$ cat src/verilog/rv32i_pkg.sv
// Shared definitions for the RV32I pipeline
//   Widths, reset address and the fetch bubble
//   Opcode, ALU, branch and forwarding enums
//   Control word and pipeline register structs

`default_nettype none

package rv32i_pkg;

  // Widths
  localparam int xlen       = 32;
  localparam int reg_addr_w = 5;

  // Fetch constants
  localparam logic [xlen-1:0] pc_step  = 32'd4;
  localparam logic [xlen-1:0] reset_pc = 32'h0000_0000;
  localparam logic [xlen-1:0] nop_inst = 32'h0000_0013;  // addi x0, x0, 0

  // Major opcodes in inst[6:0]
  typedef enum logic [6:0] {
    op_r      = 7'b0110011,  // add sub and or
    op_imm    = 7'b0010011,  // addi andi ori xori
    op_load   = 7'b0000011,  // lw
    op_store  = 7'b0100011,  // sw
    op_branch = 7'b1100011,  // beq bne
    op_jal    = 7'b1101111,
    op_jalr   = 7'b1100111,
    op_lui    = 7'b0110111
  } opcode_e;

  // ALU operations
  typedef enum logic [2:0] {
    alu_add    = 3'd0,
    alu_sub    = 3'd1,
    alu_and    = 3'd2,
    alu_or     = 3'd3,
    alu_xor    = 3'd4,
    alu_pass_b = 3'd5   // Operand b straight through, for lui
  } alu_op_e;

  // Branch condition in funct3
  typedef enum logic [2:0] {
    br_eq = 3'b000,
    br_ne = 3'b001
  } br_e;

  // Operand source in execute
  typedef enum logic [1:0] {
    fwd_none = 2'b00,   // Register file value from decode
    fwd_mem  = 2'b01,   // Execute/memory register
    fwd_wb   = 2'b10    // Memory/writeback register
  } fwd_e;

  ////////////////////////////////
  // Control and pipeline structs
  ////////////////////////////////

  // All zero is a bubble
  typedef struct packed {
    logic    regwrite;  // Writes rd
    logic    alusrc;    // Immediate on ALU port b
    logic    memtoreg;  // Load
    logic    memwrite;  // Store
    logic    branch;    // beq or bne
    logic    jal;
    logic    jalr;
    logic    lui;       // rs1 field is immediate bits
    alu_op_e alu_op;
  } ctrl_t;

  typedef struct packed {
    logic [xlen-1:0]       pc;
    logic [xlen-1:0]       rs1_data;
    logic [xlen-1:0]       rs2_data;
    logic [xlen-1:0]       imm;
    logic [reg_addr_w-1:0] rs1;
    logic [reg_addr_w-1:0] rs2;
    logic [reg_addr_w-1:0] rd;
    br_e                   funct3;
    ctrl_t                 ctrl;
  } id_ex_t;

  typedef struct packed {
    logic [xlen-1:0]       alu_result;  // Also the data address
    logic [xlen-1:0]       store_data;
    logic [xlen-1:0]       link_addr;   // pc + 4 of the jump
    logic [reg_addr_w-1:0] rd;
    logic                  regwrite;
    logic                  memtoreg;
    logic                  memwrite;
    logic                  link;        // jal or jalr
  } ex_mem_t;

  typedef struct packed {
    logic [xlen-1:0]       wb_data;
    logic [reg_addr_w-1:0] rd;
    logic                  regwrite;
  } mem_wb_t;

endpackage

`default_nettype wire

$ cat src/verilog/rv32i_decoder.sv
// RV32I instruction decoder
//   Control word from opcode, funct3 and funct7
//   Register indices and branch condition fields
//   Sign-extended I, S, B, J or U immediate

`timescale 1ns/1ps
`default_nettype none

module rv32i_decoder (
  input  logic [rv32i_pkg::xlen-1:0]       inst,
  output rv32i_pkg::ctrl_t                 ctrl,
  output logic [rv32i_pkg::reg_addr_w-1:0] rs1,
  output logic [rv32i_pkg::reg_addr_w-1:0] rs2,
  output logic [rv32i_pkg::reg_addr_w-1:0] rd,
  output logic [rv32i_pkg::xlen-1:0]       imm,
  output rv32i_pkg::br_e                   funct3
);

  import rv32i_pkg::*;

  opcode_e opcode;
  logic    sub_bit;   // funct7[5]

  assign opcode  = opcode_e'(inst[6:0]);
  assign sub_bit = inst[30];
  assign rs1     = inst[19:15];
  assign rs2     = inst[24:20];
  assign rd      = inst[11:7];
  assign funct3  = br_e'(inst[14:12]);  // Only read for branches

  // Control word
  always_comb
  begin
    ctrl = '0;  // Unknown opcode gives a bubble
    case (opcode)
      op_r:
      begin
        ctrl.regwrite = 1'b1;
        case (inst[14:12])
          3'b000:  ctrl.alu_op = sub_bit ? alu_sub : alu_add;
          3'b110:  ctrl.alu_op = alu_or;
          3'b111:  ctrl.alu_op = alu_and;
          default: ctrl.alu_op = alu_add;
        endcase
      end
      op_imm:
      begin
        ctrl.regwrite = 1'b1;
        ctrl.alusrc   = 1'b1;
        case (inst[14:12])
          3'b100:  ctrl.alu_op = alu_xor;
          3'b110:  ctrl.alu_op = alu_or;
          3'b111:  ctrl.alu_op = alu_and;
          default: ctrl.alu_op = alu_add;  // addi
        endcase
      end
      op_load:
      begin
        ctrl.regwrite = 1'b1;
        ctrl.alusrc   = 1'b1;  // Address is rs1 + imm
        ctrl.memtoreg = 1'b1;
      end
      op_store:
      begin
        ctrl.alusrc   = 1'b1;
        ctrl.memwrite = 1'b1;
      end
      op_branch:
      begin
        ctrl.branch = 1'b1;
        ctrl.alu_op = alu_sub;  // Zero flag means equal
      end
      op_jal:
      begin
        ctrl.regwrite = 1'b1;   // Link
        ctrl.jal      = 1'b1;
      end
      op_jalr:
      begin
        ctrl.regwrite = 1'b1;
        ctrl.alusrc   = 1'b1;   // Target from ALU sum
        ctrl.jalr     = 1'b1;
      end
      op_lui:
      begin
        ctrl.regwrite = 1'b1;
        ctrl.alusrc   = 1'b1;
        ctrl.lui      = 1'b1;
        ctrl.alu_op   = alu_pass_b;
      end
      default: ;
    endcase
    // Hazard unit and writeback both assume a store never writes rd
    assert (!(ctrl.memwrite && ctrl.regwrite))
      else $error("decoder sets memwrite and regwrite together");
  end

  // Immediate by format
  always_comb
  begin
    case (opcode)
      op_store:  imm = {{20{inst[31]}}, inst[31:25], inst[11:7]};
      op_branch: imm = {{20{inst[31]}}, inst[7], inst[30:25], inst[11:8], 1'b0};
      op_jal:    imm = {{12{inst[31]}}, inst[19:12], inst[20], inst[30:21], 1'b0};
      op_lui:    imm = {inst[31:12], 12'b0};
      default:   imm = {{20{inst[31]}}, inst[31:20]};  // I-type
    endcase
  end

endmodule

`default_nettype wire

$ cat src/verilog/rv32i_regfile.sv
// RV32I integer register file
//   31 writable registers, x0 reads as zero
//   Two combinational read ports, one write port
//   Same-cycle write passes through to the read ports

`timescale 1ns/1ps
`default_nettype none

module rv32i_regfile (
  input  logic                             clk,
  input  logic                             reset,
  input  logic                             we,
  input  logic [rv32i_pkg::reg_addr_w-1:0] waddr,
  input  logic [rv32i_pkg::xlen-1:0]       wdata,
  input  logic [rv32i_pkg::reg_addr_w-1:0] raddr_a,
  input  logic [rv32i_pkg::reg_addr_w-1:0] raddr_b,
  output logic [rv32i_pkg::xlen-1:0]       rdata_a,
  output logic [rv32i_pkg::xlen-1:0]       rdata_b
);

  import rv32i_pkg::*;

  logic [xlen-1:0] regs [1:31];  // No storage for x0

  // Write port, fed from writeback
  always_ff @(posedge clk or posedge reset)
  begin
    if (reset)
    begin
      for (int i = 1; i < 32; i++)
        regs[i] <= '0;
    end
    else if (we && waddr != '0)
      regs[waddr] <= wdata;
  end

  // Read ports with write-through
  assign rdata_a = (raddr_a == '0)                ? '0 :
                   (we && raddr_a == waddr)       ? wdata : regs[raddr_a];
  assign rdata_b = (raddr_b == '0)                ? '0 :
                   (we && raddr_b == waddr)       ? wdata : regs[raddr_b];

endmodule

`default_nettype wire

$ cat src/verilog/rv32i_alu.sv
// RV32I ALU
//   add, sub, and, or, xor and pass-b
//   Zero flag for beq and bne

`timescale 1ns/1ps
`default_nettype none

module rv32i_alu (
  input  logic [rv32i_pkg::xlen-1:0] a,
  input  logic [rv32i_pkg::xlen-1:0] b,
  input  rv32i_pkg::alu_op_e         op,
  output logic [rv32i_pkg::xlen-1:0] result,
  output logic                       zero
);

  import rv32i_pkg::*;

  always_comb
  begin
    case (op)
      alu_add:    result = a + b;   // Also addresses and jalr target
      alu_sub:    result = a - b;   // Branch compare
      alu_and:    result = a & b;
      alu_or:     result = a | b;
      alu_xor:    result = a ^ b;
      alu_pass_b: result = b;       // lui
      default:    result = a + b;
    endcase
  end

  // Equal operands on sub
  assign zero = (result == '0);

endmodule

`default_nettype wire

$ cat src/verilog/rv32i_hazard.sv
// RV32I hazard unit
//   Forwarding selects for both execute operands
//   Load-use stall against the decode sources
//   Flush of younger instructions on a redirect

`timescale 1ns/1ps
`default_nettype none

module rv32i_hazard (
  input  logic [rv32i_pkg::reg_addr_w-1:0] id_rs1,
  input  logic [rv32i_pkg::reg_addr_w-1:0] id_rs2,
  input  rv32i_pkg::id_ex_t                id_ex,
  input  logic [rv32i_pkg::reg_addr_w-1:0] mem_rd,
  input  logic                             mem_regwrite,
  input  logic [rv32i_pkg::reg_addr_w-1:0] wb_rd,
  input  logic                             wb_regwrite,
  input  logic                             redirect,
  output logic                             stall,
  output logic                             flush,
  output rv32i_pkg::fwd_e                  fwd_a,
  output rv32i_pkg::fwd_e                  fwd_b
);

  import rv32i_pkg::*;

  logic uses_rs1;    // Execute instruction reads rs1
  logic uses_rs2;    // Reads rs2 as operand or store data
  logic load_in_ex;

  // Youngest producer wins
  function automatic fwd_e fwd_sel(input logic [reg_addr_w-1:0] src);
    if (src == '0)
      return fwd_none;  // x0 stays zero
    else if (mem_regwrite && mem_rd == src)
      return fwd_mem;
    else if (wb_regwrite && wb_rd == src)
      return fwd_wb;
    else
      return fwd_none;
  endfunction

  assign uses_rs1 = !(id_ex.ctrl.lui || id_ex.ctrl.jal);
  assign uses_rs2 = !id_ex.ctrl.alusrc || id_ex.ctrl.memwrite;

  always_comb
  begin
    fwd_a = uses_rs1 ? fwd_sel(id_ex.rs1) : fwd_none;
    fwd_b = uses_rs2 ? fwd_sel(id_ex.rs2) : fwd_none;
  end

  ////////////////////////////////
  // Stall and flush
  ////////////////////////////////

  // Load data only exists in memory stage, one cycle too late for execute
  assign load_in_ex = id_ex.ctrl.memtoreg && id_ex.rd != '0;
  assign stall      = load_in_ex && (id_ex.rd == id_rs1 || id_ex.rd == id_rs2);
  assign flush      = redirect;  // Kill fetch/decode and decode/execute slots

  // A stalling load never writes memory and never redirects
  always_comb
  begin
    if (stall)
      assert (id_ex.ctrl.regwrite && !id_ex.ctrl.memwrite && !redirect)
        else $error("stall raised without a plain load in execute");
  end

endmodule

`default_nettype wire

$ cat src/verilog/rv32i_cpu.sv
// RV32I five-stage in-order core
//   Fetch, decode, execute, memory and writeback
//   Forwarding into execute, one-cycle load-use stall
//   Branches and jumps resolve in execute and flush two slots
//   Instruction and data memories sit outside, both read combinationally

`timescale 1ns/1ps
`default_nettype none

module rv32i_cpu (
  input  logic                       clk,
  input  logic                       reset,
  output logic [rv32i_pkg::xlen-1:0] pc,
  input  logic [rv32i_pkg::xlen-1:0] inst,
  output logic                       mem_write,
  output logic [rv32i_pkg::xlen-1:0] mem_addr,
  output logic [rv32i_pkg::xlen-1:0] mem_wdata,
  input  logic [rv32i_pkg::xlen-1:0] mem_rdata
);

  import rv32i_pkg::*;

  // Fetch/decode register
  logic [xlen-1:0]       if_pc;
  logic [xlen-1:0]       if_inst;

  // Decode
  ctrl_t                 id_ctrl;
  logic [reg_addr_w-1:0] id_rs1;
  logic [reg_addr_w-1:0] id_rs2;
  logic [reg_addr_w-1:0] id_rd;
  logic [xlen-1:0]       id_imm;
  br_e                   id_funct3;
  logic [xlen-1:0]       id_rs1_data;
  logic [xlen-1:0]       id_rs2_data;

  // Stage registers
  id_ex_t                id_ex;
  ex_mem_t               ex_mem;
  mem_wb_t               mem_wb;

  // Execute
  fwd_e                  fwd_a;
  fwd_e                  fwd_b;
  logic [xlen-1:0]       mem_fwd_data;  // Value ex_mem will write back
  logic [xlen-1:0]       ex_rs1;
  logic [xlen-1:0]       ex_rs2;
  logic [xlen-1:0]       alu_b;
  logic [xlen-1:0]       alu_result;
  logic                  alu_zero;
  logic                  br_taken;
  logic                  redirect;
  logic [xlen-1:0]       target;

  logic                  stall;
  logic                  flush;
  logic [xlen-1:0]       mem_result;    // Writeback select

  // Forwarded operand, shared by both ports
  function automatic logic [xlen-1:0] fwd_mux(input fwd_e            sel,
                                              input logic [xlen-1:0] rf_data,
                                              input logic [xlen-1:0] mem_data,
                                              input logic [xlen-1:0] wb_data);
    case (sel)
      fwd_mem: return mem_data;
      fwd_wb:  return wb_data;
      default: return rf_data;
    endcase
  endfunction

  ////////////////////////////////
  // Fetch
  ////////////////////////////////

  always_ff @(posedge clk or posedge reset)
  begin
    if (reset)
      pc <= reset_pc;
    else if (redirect)
      pc <= target;            // Target fetched next cycle
    else if (!stall)
      pc <= pc + pc_step;
  end

  always_ff @(posedge clk or posedge reset)
  begin
    if (reset)
    begin
      if_pc   <= reset_pc;
      if_inst <= nop_inst;
    end
    else if (flush)
      if_inst <= nop_inst;     // Wrong-path fetch
    else if (!stall)
    begin
      if_pc   <= pc;
      if_inst <= inst;
    end
  end

  ////////////////////////////////
  // Decode
  ////////////////////////////////

  rv32i_decoder u_decoder (
    .inst   (if_inst),
    .ctrl   (id_ctrl),
    .rs1    (id_rs1),
    .rs2    (id_rs2),
    .rd     (id_rd),
    .imm    (id_imm),
    .funct3 (id_funct3)
  );

  rv32i_regfile u_regfile (
    .clk     (clk),
    .reset   (reset),
    .we      (mem_wb.regwrite),  // Writeback port
    .waddr   (mem_wb.rd),
    .wdata   (mem_wb.wb_data),
    .raddr_a (id_rs1),
    .raddr_b (id_rs2),
    .rdata_a (id_rs1_data),
    .rdata_b (id_rs2_data)
  );

  rv32i_hazard u_hazard (
    .id_rs1       (id_rs1),
    .id_rs2       (id_rs2),
    .id_ex        (id_ex),
    .mem_rd       (ex_mem.rd),
    .mem_regwrite (ex_mem.regwrite),
    .wb_rd        (mem_wb.rd),
    .wb_regwrite  (mem_wb.regwrite),
    .redirect     (redirect),
    .stall        (stall),
    .flush        (flush),
    .fwd_a        (fwd_a),
    .fwd_b        (fwd_b)
  );

  always_ff @(posedge clk or posedge reset)
  begin
    if (reset)
      id_ex <= '0;
    else
    begin
      id_ex.pc       <= if_pc;
      id_ex.rs1_data <= id_rs1_data;
      id_ex.rs2_data <= id_rs2_data;
      id_ex.imm      <= id_imm;
      id_ex.rs1      <= id_rs1;
      id_ex.rs2      <= id_rs2;
      id_ex.rd       <= id_rd;
      id_ex.funct3   <= id_funct3;
      if (stall || flush)
        id_ex.ctrl <= '0;      // Bubble
      else
        id_ex.ctrl <= id_ctrl;
    end
  end

  ////////////////////////////////
  // Execute
  ////////////////////////////////

  assign mem_fwd_data = ex_mem.link ? ex_mem.link_addr : ex_mem.alu_result;
  assign ex_rs1 = fwd_mux(fwd_a, id_ex.rs1_data, mem_fwd_data, mem_wb.wb_data);
  assign ex_rs2 = fwd_mux(fwd_b, id_ex.rs2_data, mem_fwd_data, mem_wb.wb_data);
  assign alu_b  = id_ex.ctrl.alusrc ? id_ex.imm : ex_rs2;

  rv32i_alu u_alu (
    .a      (ex_rs1),
    .b      (alu_b),
    .op     (id_ex.ctrl.alu_op),
    .result (alu_result),
    .zero   (alu_zero)
  );

  // Branch decision
  always_comb
  begin
    case (id_ex.funct3)
      br_eq:   br_taken = id_ex.ctrl.branch && alu_zero;
      br_ne:   br_taken = id_ex.ctrl.branch && !alu_zero;
      default: br_taken = 1'b0;
    endcase
  end

  assign redirect = br_taken || id_ex.ctrl.jal || id_ex.ctrl.jalr;
  assign target   = id_ex.ctrl.jalr ? {alu_result[xlen-1:1], 1'b0}  // rs1 + imm
                                    : id_ex.pc + id_ex.imm;

  always_ff @(posedge clk or posedge reset)
  begin
    if (reset)
      ex_mem <= '0;
    else
    begin
      ex_mem.alu_result <= alu_result;
      ex_mem.store_data <= ex_rs2;           // Forwarded store data
      ex_mem.link_addr  <= id_ex.pc + pc_step;
      ex_mem.rd         <= id_ex.rd;
      ex_mem.regwrite   <= id_ex.ctrl.regwrite;
      ex_mem.memtoreg   <= id_ex.ctrl.memtoreg;
      ex_mem.memwrite   <= id_ex.ctrl.memwrite;
      ex_mem.link       <= id_ex.ctrl.jal || id_ex.ctrl.jalr;
    end
  end

  ////////////////////////////////
  // Memory and writeback
  ////////////////////////////////

  assign mem_write = ex_mem.memwrite;
  assign mem_addr  = ex_mem.alu_result;
  assign mem_wdata = ex_mem.store_data;

  assign mem_result = ex_mem.memtoreg ? mem_rdata :
                      ex_mem.link     ? ex_mem.link_addr : ex_mem.alu_result;

  always_ff @(posedge clk or posedge reset)
  begin
    if (reset)
      mem_wb <= '0;
    else
    begin
      mem_wb.wb_data  <= mem_result;
      mem_wb.rd       <= ex_mem.rd;
      mem_wb.regwrite <= ex_mem.regwrite;
    end
  end

  // Loads never redirect, so the two controls never meet
  a_no_stall_on_redirect: assert property (@(posedge clk) disable iff (reset)
    !(stall && redirect));

endmodule

`default_nettype wire

$ cat config.mk
export PLATFORM = sky130hd
export DESIGN_NAME = rv32i_cpu
export DESIGN_NICKNAME = d
export VERILOG_FILES = /design/src/verilog/rv32i_pkg.sv /design/src/verilog/rv32i_decoder.sv /design/src/verilog/rv32i_regfile.sv /design/src/verilog/rv32i_alu.sv /design/src/verilog/rv32i_hazard.sv /design/src/verilog/rv32i_cpu.sv
export SDC_FILE = /design/constraint.sdc
export NUM_CORES = 2
export LEC_CHECK = 0
export BUFFER_PORTS_ARGS = -buffer_cell sky130_fd_sc_hd__buf_2
export CAP_MARGIN = 20
export CELL_PAD_IN_SITES_DETAIL_PLACEMENT = 0
export CELL_PAD_IN_SITES_GLOBAL_PLACEMENT = 1
export CORE_MARGIN = 3
export CORE_UTILIZATION = 53
export CTS_BUF_LIST = sky130_fd_sc_hd__clkbuf_4 sky130_fd_sc_hd__clkbuf_8 sky130_fd_sc_hd__clkbuf_16
export CTS_CLUSTER_SIZE = 8
export DETAILED_ROUTE_END_ITERATION = 10
export PLACE_DENSITY_LB_ADDON = 0.1
export SLEW_MARGIN = 40
export SYNTH_ARGS = -nofsm -noshare
export SYNTH_HDL_FRONTEND = slang
export SYNTH_SLANG_ARGS = --single-unit
$ cat constraint.sdc
create_clock -name clk -period 50.1 [get_ports clk]
set_input_delay 5.01 -clock clk [delete_from_list [all_inputs] [get_ports clk]]
set_output_delay 5.01 -clock clk [all_outputs]
set_load 0.02 [all_outputs]
# Word level (Yosys, flattened, before mapping)
# Index checks and enable logic that the tools add are counted.
[totals] input_bits=66 reg_bits=1388 wordCells=189
[classes] eq_ne=30 order_cmp=4 n_bitwise=8 n_reduce_logical=33 mux=47 addsub=5
[ops] cell="992-bit bitwise mux" n=1
[ops] cell="32-bit two-way mux" n=17
[ops] cell="32-bit binary-select mux with 5-bit select" n=2
[ops] cell="32-bit demux with 5-bit select" n=1
[ops] cell="32-bit one-hot mux with 5 select lines" n=1
[ops] cell="32-bit one-hot mux with 2 select lines" n=2
[ops] cell="31-bit one-hot mux with 4 select lines" n=1
[ops] cell="32-bit by 3-bit adder with 32-bit output (second input constant)" n=2
[ops] cell="32-bit adder" n=2
[ops] cell="5-bit equality test" n=8
[ops] cell="32-bit bitwise AND" n=1
[ops] cell="32-bit logical NOT" n=1
[ops] cell="32-bit bitwise OR" n=1
[ops] cell="32-bit subtractor" n=1
[ops] cell="32-bit bitwise XOR" n=1
[ops] cell="7-bit by 6-bit equality test with 1-bit output (second input constant)" n=3
[ops] cell="7-bit equality test (second input constant)" n=3
[ops] cell="5-bit logical NOT" n=4
[ops] cell="6-bit >= comparator (second input constant)" n=3
[ops] cell="5-bit inverter with 6-bit output" n=3
[ops] cell="3-bit one-hot mux with 3 select lines" n=2
[ops] cell="2-bit two-way mux" n=8
[ops] cell="3-bit equality test (second input constant)" n=5
[ops] cell="1-bit logical AND" n=12
[ops] cell="20 further kinds" n=42

# Longest topological paths before layout
[logic_depth] ltp_word=19 ltp_mapped=37 ltp_nobuf=29

# Hierarchy
# Synthesis repeated with hierarchy kept, for this count alone.
[hier_totals] hier_cells=5963 hier_area_um2=77541.9
[by_module_without_submodules] mod="rv32i_regfile" area_each_um2=54400.9 instances=1 cells_each=3655
[by_module_without_submodules] mod="rv32i_cpu" area_each_um2=17090.1 instances=1 cells_each=1436
[by_module_without_submodules] mod="rv32i_alu" area_each_um2=4835.9 instances=1 cells_each=708
[by_module_without_submodules] mod="rv32i_decoder" area_each_um2=782.0 instances=1 cells_each=108
[by_module_without_submodules] mod="rv32i_hazard" area_each_um2=432.9 instances=1 cells_each=56

# Worst setup path after synthesis
# Ideal clock, no wire load.
[synth_path] path_kind="reg-to-reg" start="register id_ex[9] (netlist name)" end="register if_inst[10]" required_time_ns=49.968 stages_incl_launch_ff=33 t_arrival_ns=7.645 slack_ns=42.323 n_path_buf=8 setup_ns=0.132 cell_sequence="dfrtp_1 buf_2 inv_1 buf_2 buf_1 o22ai_1 or3_1 ha_1 clkbuf_1 buf_2 nand3b_1 o2111ai_1 a211oi_2 nand3_1 nor3_1 nand2_1 o21ai_0 xnor2_1 ha_1 clkbuf_1 nand2_1 o21ai_0 o31ai_1 a211oi_1 a2111o_1 o211ai_1 or2_1 or4_1 nor4_4 mux2i_1 buf_2 clkbuf_1 nor2_1"
[synth_between] elab_chain_len=15 word_cells_on_any_way=22
[synth_rtl] element="1-bit logical NOT" line_no="rv32i_hazard.sv:43" source="assign uses_rs2 = !id_ex.ctrl.alusrc || id_ex.ctrl.memwrite;"
[synth_rtl] element="1-bit logical OR" line_no="rv32i_hazard.sv:43"
[synth_rtl] element="2-bit two-way mux" line_no="rv32i_hazard.sv:48" source="fwd_b = uses_rs2 ? fwd_sel(id_ex.rs2) : fwd_none;"
[synth_rtl] element="2-bit equality test or 2-bit by 1-bit equality test with 1-bit output (tied branches)" line_no="rv32i_cpu.sv:64" source="case (sel)"
[synth_rtl] element="32-bit one-hot mux with 2 select lines" line_no="rv32i_cpu.sv:64"
[synth_rtl] element="32-bit two-way mux *" line_no="rv32i_cpu.sv:170" source="assign alu_b = id_ex.ctrl.alusrc ? id_ex.imm : ex_rs2;"
[synth_rtl] element="32-bit adder (tied with other cells)" line_no="rv32i_alu.sv:21, rv32i_alu.sv:27"
[synth_rtl] element="32-bit one-hot mux with 5 select lines *" line_no="rv32i_alu.sv:20" source="case (op)"
[synth_rtl] element="net alu_result[28]" line_no="rv32i_cpu.sv:49" source="logic [xlen-1:0] alu_result;"
[synth_rtl] element="32-bit logical NOT *" line_no="rv32i_alu.sv:32" source="assign zero = (result == '0);"
[synth_rtl] element="1-bit logical NOT" line_no="rv32i_cpu.sv:185" source="br_ne: br_taken = id_ex.ctrl.branch && !alu_zero;"
[synth_rtl] element="1-bit logical AND" line_no="rv32i_cpu.sv:185"
[synth_rtl] element="1-bit one-hot mux with 2 select lines *" line_no="rv32i_cpu.sv:183" source="case (id_ex.funct3)"
[synth_rtl] element="1-bit logical OR * (2 in series)" line_no="rv32i_cpu.sv:190" source="assign redirect = br_taken || id_ex.ctrl.jal || id_ex.ctrl.jalr;"
[synth_rtl] element="2-bit by 1-bit != test with 1-bit output (no source line) or 32-bit two-way mux (tied branches)"
[synth_rtl] element="to (signal assigned)" line_no="rv32i_cpu.sv:90" source="if_inst <= nop_inst;"
[synth_rtl] element="to (signal assigned)" line_no="rv32i_cpu.sv:93" source="if_inst <= nop_inst;"
[synth_rtl] element="to (signal assigned)" line_no="rv32i_cpu.sv:97" source="if_inst <= inst;"
[synth_rtl] element="to (decl)" line_no="rv32i_cpu.sv:25" source="logic [xlen-1:0] if_inst;"
# Mark *: on every way through the listed nets, which the timed path passes. The rest lies on a longest branch.
# A chain may end at the register's enable or synchronous reset.

# Worst setup path in the final report
[layout_path] start="register id_ex[9] (netlist name)" end="register pc[0] (netlist bit)"
[layout_between] elab_chain_len=15 word_cells_on_any_way=22
[layout_rtl] element="1-bit logical NOT" line_no="rv32i_hazard.sv:43"
[layout_rtl] element="1-bit logical OR" line_no="rv32i_hazard.sv:43"
[layout_rtl] element="2-bit two-way mux" line_no="rv32i_hazard.sv:48"
[layout_rtl] element="2-bit equality test or 2-bit by 1-bit equality test with 1-bit output (tied branches)" line_no="rv32i_cpu.sv:64"
[layout_rtl] element="32-bit one-hot mux with 2 select lines" line_no="rv32i_cpu.sv:64"
[layout_rtl] element="32-bit two-way mux *" line_no="rv32i_cpu.sv:170"
[layout_rtl] element="32-bit adder (tied with other cells)" line_no="rv32i_alu.sv:21, rv32i_alu.sv:27"
[layout_rtl] element="32-bit one-hot mux with 5 select lines *" line_no="rv32i_alu.sv:20"
[layout_rtl] element="32-bit logical NOT *" line_no="rv32i_alu.sv:32"
[layout_rtl] element="1-bit logical NOT" line_no="rv32i_cpu.sv:185"
[layout_rtl] element="1-bit logical AND" line_no="rv32i_cpu.sv:185"
[layout_rtl] element="1-bit one-hot mux with 2 select lines *" line_no="rv32i_cpu.sv:183"
[layout_rtl] element="1-bit logical OR * (2 in series)" line_no="rv32i_cpu.sv:190"
[layout_rtl] element="2-bit by 1-bit != test with 1-bit output (no source line) or 32-bit two-way mux (tied branches)"
[layout_rtl] element="to (signal assigned)" line_no="rv32i_cpu.sv:78" source="pc <= reset_pc;"
[layout_rtl] element="to (signal assigned)" line_no="rv32i_cpu.sv:80" source="pc <= target;"
[layout_rtl] element="to (signal assigned)" line_no="rv32i_cpu.sv:82" source="pc <= pc + pc_step;"
[layout_rtl] element="to (decl)" line_no="rv32i_cpu.sv:13" source="output logic [rv32i_pkg::xlen-1:0] pc,"
# Mark *: on every way between the ends. The rest lies on a longest branch, timed or not.

==> out/metrics.yaml <==
run_status:
  outcome: "complete, no violations"
setup_path:
  max_stage_delay_ns: 0.56
  worst_setup_path_end_kind: "flip-flop"
  r2r_cells: 29
  required_ns: 50.76
  worst-r2r-setup-slack_ns: 39.79
  cp-start-kind: "flip-flop"
  cp_data_arrival_time_ns: 10.98
  crit_fanout: 69
  r2r-start: "id_ex[9]"
  r2r_end: "pc[0]"
  worstSetupPathType: "flip-flop to flip-flop"
  crit_slowest_cell: "buf_6"
global_routing:
  grt_pass1_wl_um: 366300
  grt_max_degree: 153
  globalRouteOverflowTotal: 0
  grt_pass1_vias: 51661
  antenna_found_initial: 9
  track_usage: 0.3327
route:
  finalWirelength_um: 248400
  num_vias: 51127
  drt.antenna.violating_nets: 0
  wire_per_inst_um: 32.53
  drc: 0
  first_pass_iters: 6
  vias_per_cell: 6.696
  drtIter0Drc: 4576
synthesis:
  synth_top_cell_by_area: "dfrtp_1"
  postSynthAreaPerCell_um2: 13.33
  async_reset_ff_frac: 1.000
  synth.area.top_cells: "dfrtp_1 45%, mux4_2 17%, mux2_2 16%"
  netlist_area_mm2: 0.07679
  synth-edff-count: 0
  synth_nets: 5963
  syn_inst: 5760
  ys.flop_type: "dfrtp_1"
  ys.warnings.count: 0
  yosysTopAreaCellShare: 0.4514
  yosys_register_bits: 1388
  synth_cell_types: 84
  ys_seq_area_frac: 0.4524
layout:
  final_layout_size_suffix_gt1_frac: 0.4088
  final_common_cell: "dfrtp_1"
  area_growth_pct: 10.23
  fin_cells: 7635
  mostFrequentLayoutCells: "1367 x dfrtp_1, 1118 x mux2_2, 576 x mux4_2, 296 x nor2_1, 196 x clkbuf_16"
  design_area_mm2: 0.08464
  final_util: 0.5892
  nNetsFinal: 5901
timing:
  setup_viol: 0
  finalHoldViolations: 0
  slew_headroom: 0.3669
  rsz0062_at_grt: "false"
  fin_tns_setup_ns: 0
  period_needed_ns: 10.31
  finClkSkew_ns: 0.04462
  hold_ws_ns: 0.3647
  fin_crit_sh: 0.2058
  drv_slew: 0
  max_freq_ghz: 0.09697
  worstMarginPinSlew_ns: 0.9497
floorplan:
  chipHeight_um: 386.6
  ioPinCount: 163
  die_x_um: 386.6
  start_util: 0.5345
  rows: 139
  core_mm2: 0.1437
  die_area_mm2: 0.1495
cts:
  cts_resized: 0
  clk_latency_ns: 0.81
  clk_path_buf_depth: 3
  htreeDepth: 4
  cts_tree: "done"
  hold_buffers: 0
  cts_root_buf: "clkbuf_16"
  cts_setup_buffers: 0
  cts.sinks: 1388
  cts_buffers: 192
  clk_pin_slew_ns: 0.05
pwr:
  power.leakage_uw: 0.03915
  p_per_area_mw_per_mm2: 41.13
  ir_drop_uv: 29.62
flow_run:
  cap_violations: 0
hold_path:
  hp-class: "flip-flop to flip-flop"
  holdPathStages: 0
  worstHoldStart: "if_pc[0]"
  min_to: "id_ex[125]"
placement:
  io_buffer_count: 162
  placed_cell_area_mm2: 0.07919
  place.gp.congestion: 0.9534
  hpwl_um: 156900
  dp.cells: 7403
==> area by class of cell <==
| class | count | area, um2 |
|---|---|---|
| clock buffers | 214 | 5046 |
| multi-input cells | 3686 | 39450 |
| well taps | 1903 | 2381 |
| repair buffers | 312 | 2262 |
| clock inverters | 13 | 265.3 |
| inverters | 118 | 450.4 |
| fillers | 11500 | 59020 |
| flip-flops and latches | 1388 | 34780 |
| diodes | 1 | 2.502 |
==> worst max-delay path by stage <==
stage	slack [ns]	start	depth (start not counted)	endpoint
floorplan	5.96	reset	1	ex_mem[0]
global placement	38.41	reset	9	if_inst[22]
detailed placement	39.31	reset	9	u_regfile.regs[316]
CTS	39.76	id_ex[9]	28	pc[0]
global route	39.19	id_ex[9]	28	pc[0]
finish	39.79	id_ex[9]	29	pc[0]
==> flip-flops by register name (all words and copies together), names as in the netlist <==
name            cells
mem_addr           32
if_inst            32
if_pc              32
u_regfile.regs    992
mem_wdata          32
mem_wb             38
ex_mem             40
mem_write           1
id_ex             157
pc                 32
==> synth_stat cells, types with 24 or more instances <==
cell type and instances:
a21o_1 60, a21oi_1 187, a22o_1 71, a22oi_1 48, and3_1 24, buf_1 121
buf_4 66, clkbuf_1 357, dfrtp_1 1385, ha_1 135, inv_1 118, mux2_1 34
mux2_2 1118, mux2i_1 156, mux4_2 576, nand2_1 199, nand2b_1 26, nand3_1 49
nand4_1 24, nor2_1 315, nor2b_1 29, nor3_1 37, o21ai_0 108, xnor2_1 96
xor2_1 70
==> metal layers <==
metal	vias up	global-route usage	share of wire	wire length, um
met5	-	0	0.000052	13
met4	2	0.1058	0.033	8269
met3	411	0.05818	0.070	17440
met2	2010	0.5164	0.47	115800
met1	27422	0.4813	0.43	106900
li1	21282	-	-	-
==> cell families after synthesis <==
logic type               share of synthesized area
adder cells (fa/ha/maj)                    0.02252
flip-flops                                  0.4524
XOR/XNOR                                   0.01893
AO/OA/AOI/OAI                              0.05866
multiplexers                                0.3606
AND/OR/NAND/NOR                            0.04945
buffers and inverters                      0.03748
==> worst max-delay path, delay by kind of cell, from the launching register on <==
family / cells / cell delay, ns
adders and majority gates: 3 / 0.89
xor gates and xnor gates: 1 / 0.19
and+or+nand+nor: 9 / 3.66
muxes: 3 / 0.78
buffers and inverters: 7 / 2.34
AOI/OAI and AO/OA: 6 / 1.75
DFF: 1 / 0.36
==> power by group <==
group	internal [uW]	leakage (uW)	switching (uW)	total [uW]
Sequential	1250	0.0188	136	1390
Clock	707	0.00262	486	1190
Combinational	332	0.0178	567	899
==> through the flow <==
step,setup WS [ns],power (uW)
floorplan,5.958,1964
global placement,38.41,2280
detailed placement,39.31,2290
CTS,39.76,3491
global route,39.19,3623
finish,39.79,3481
Power figures use the tool's default switching activity.
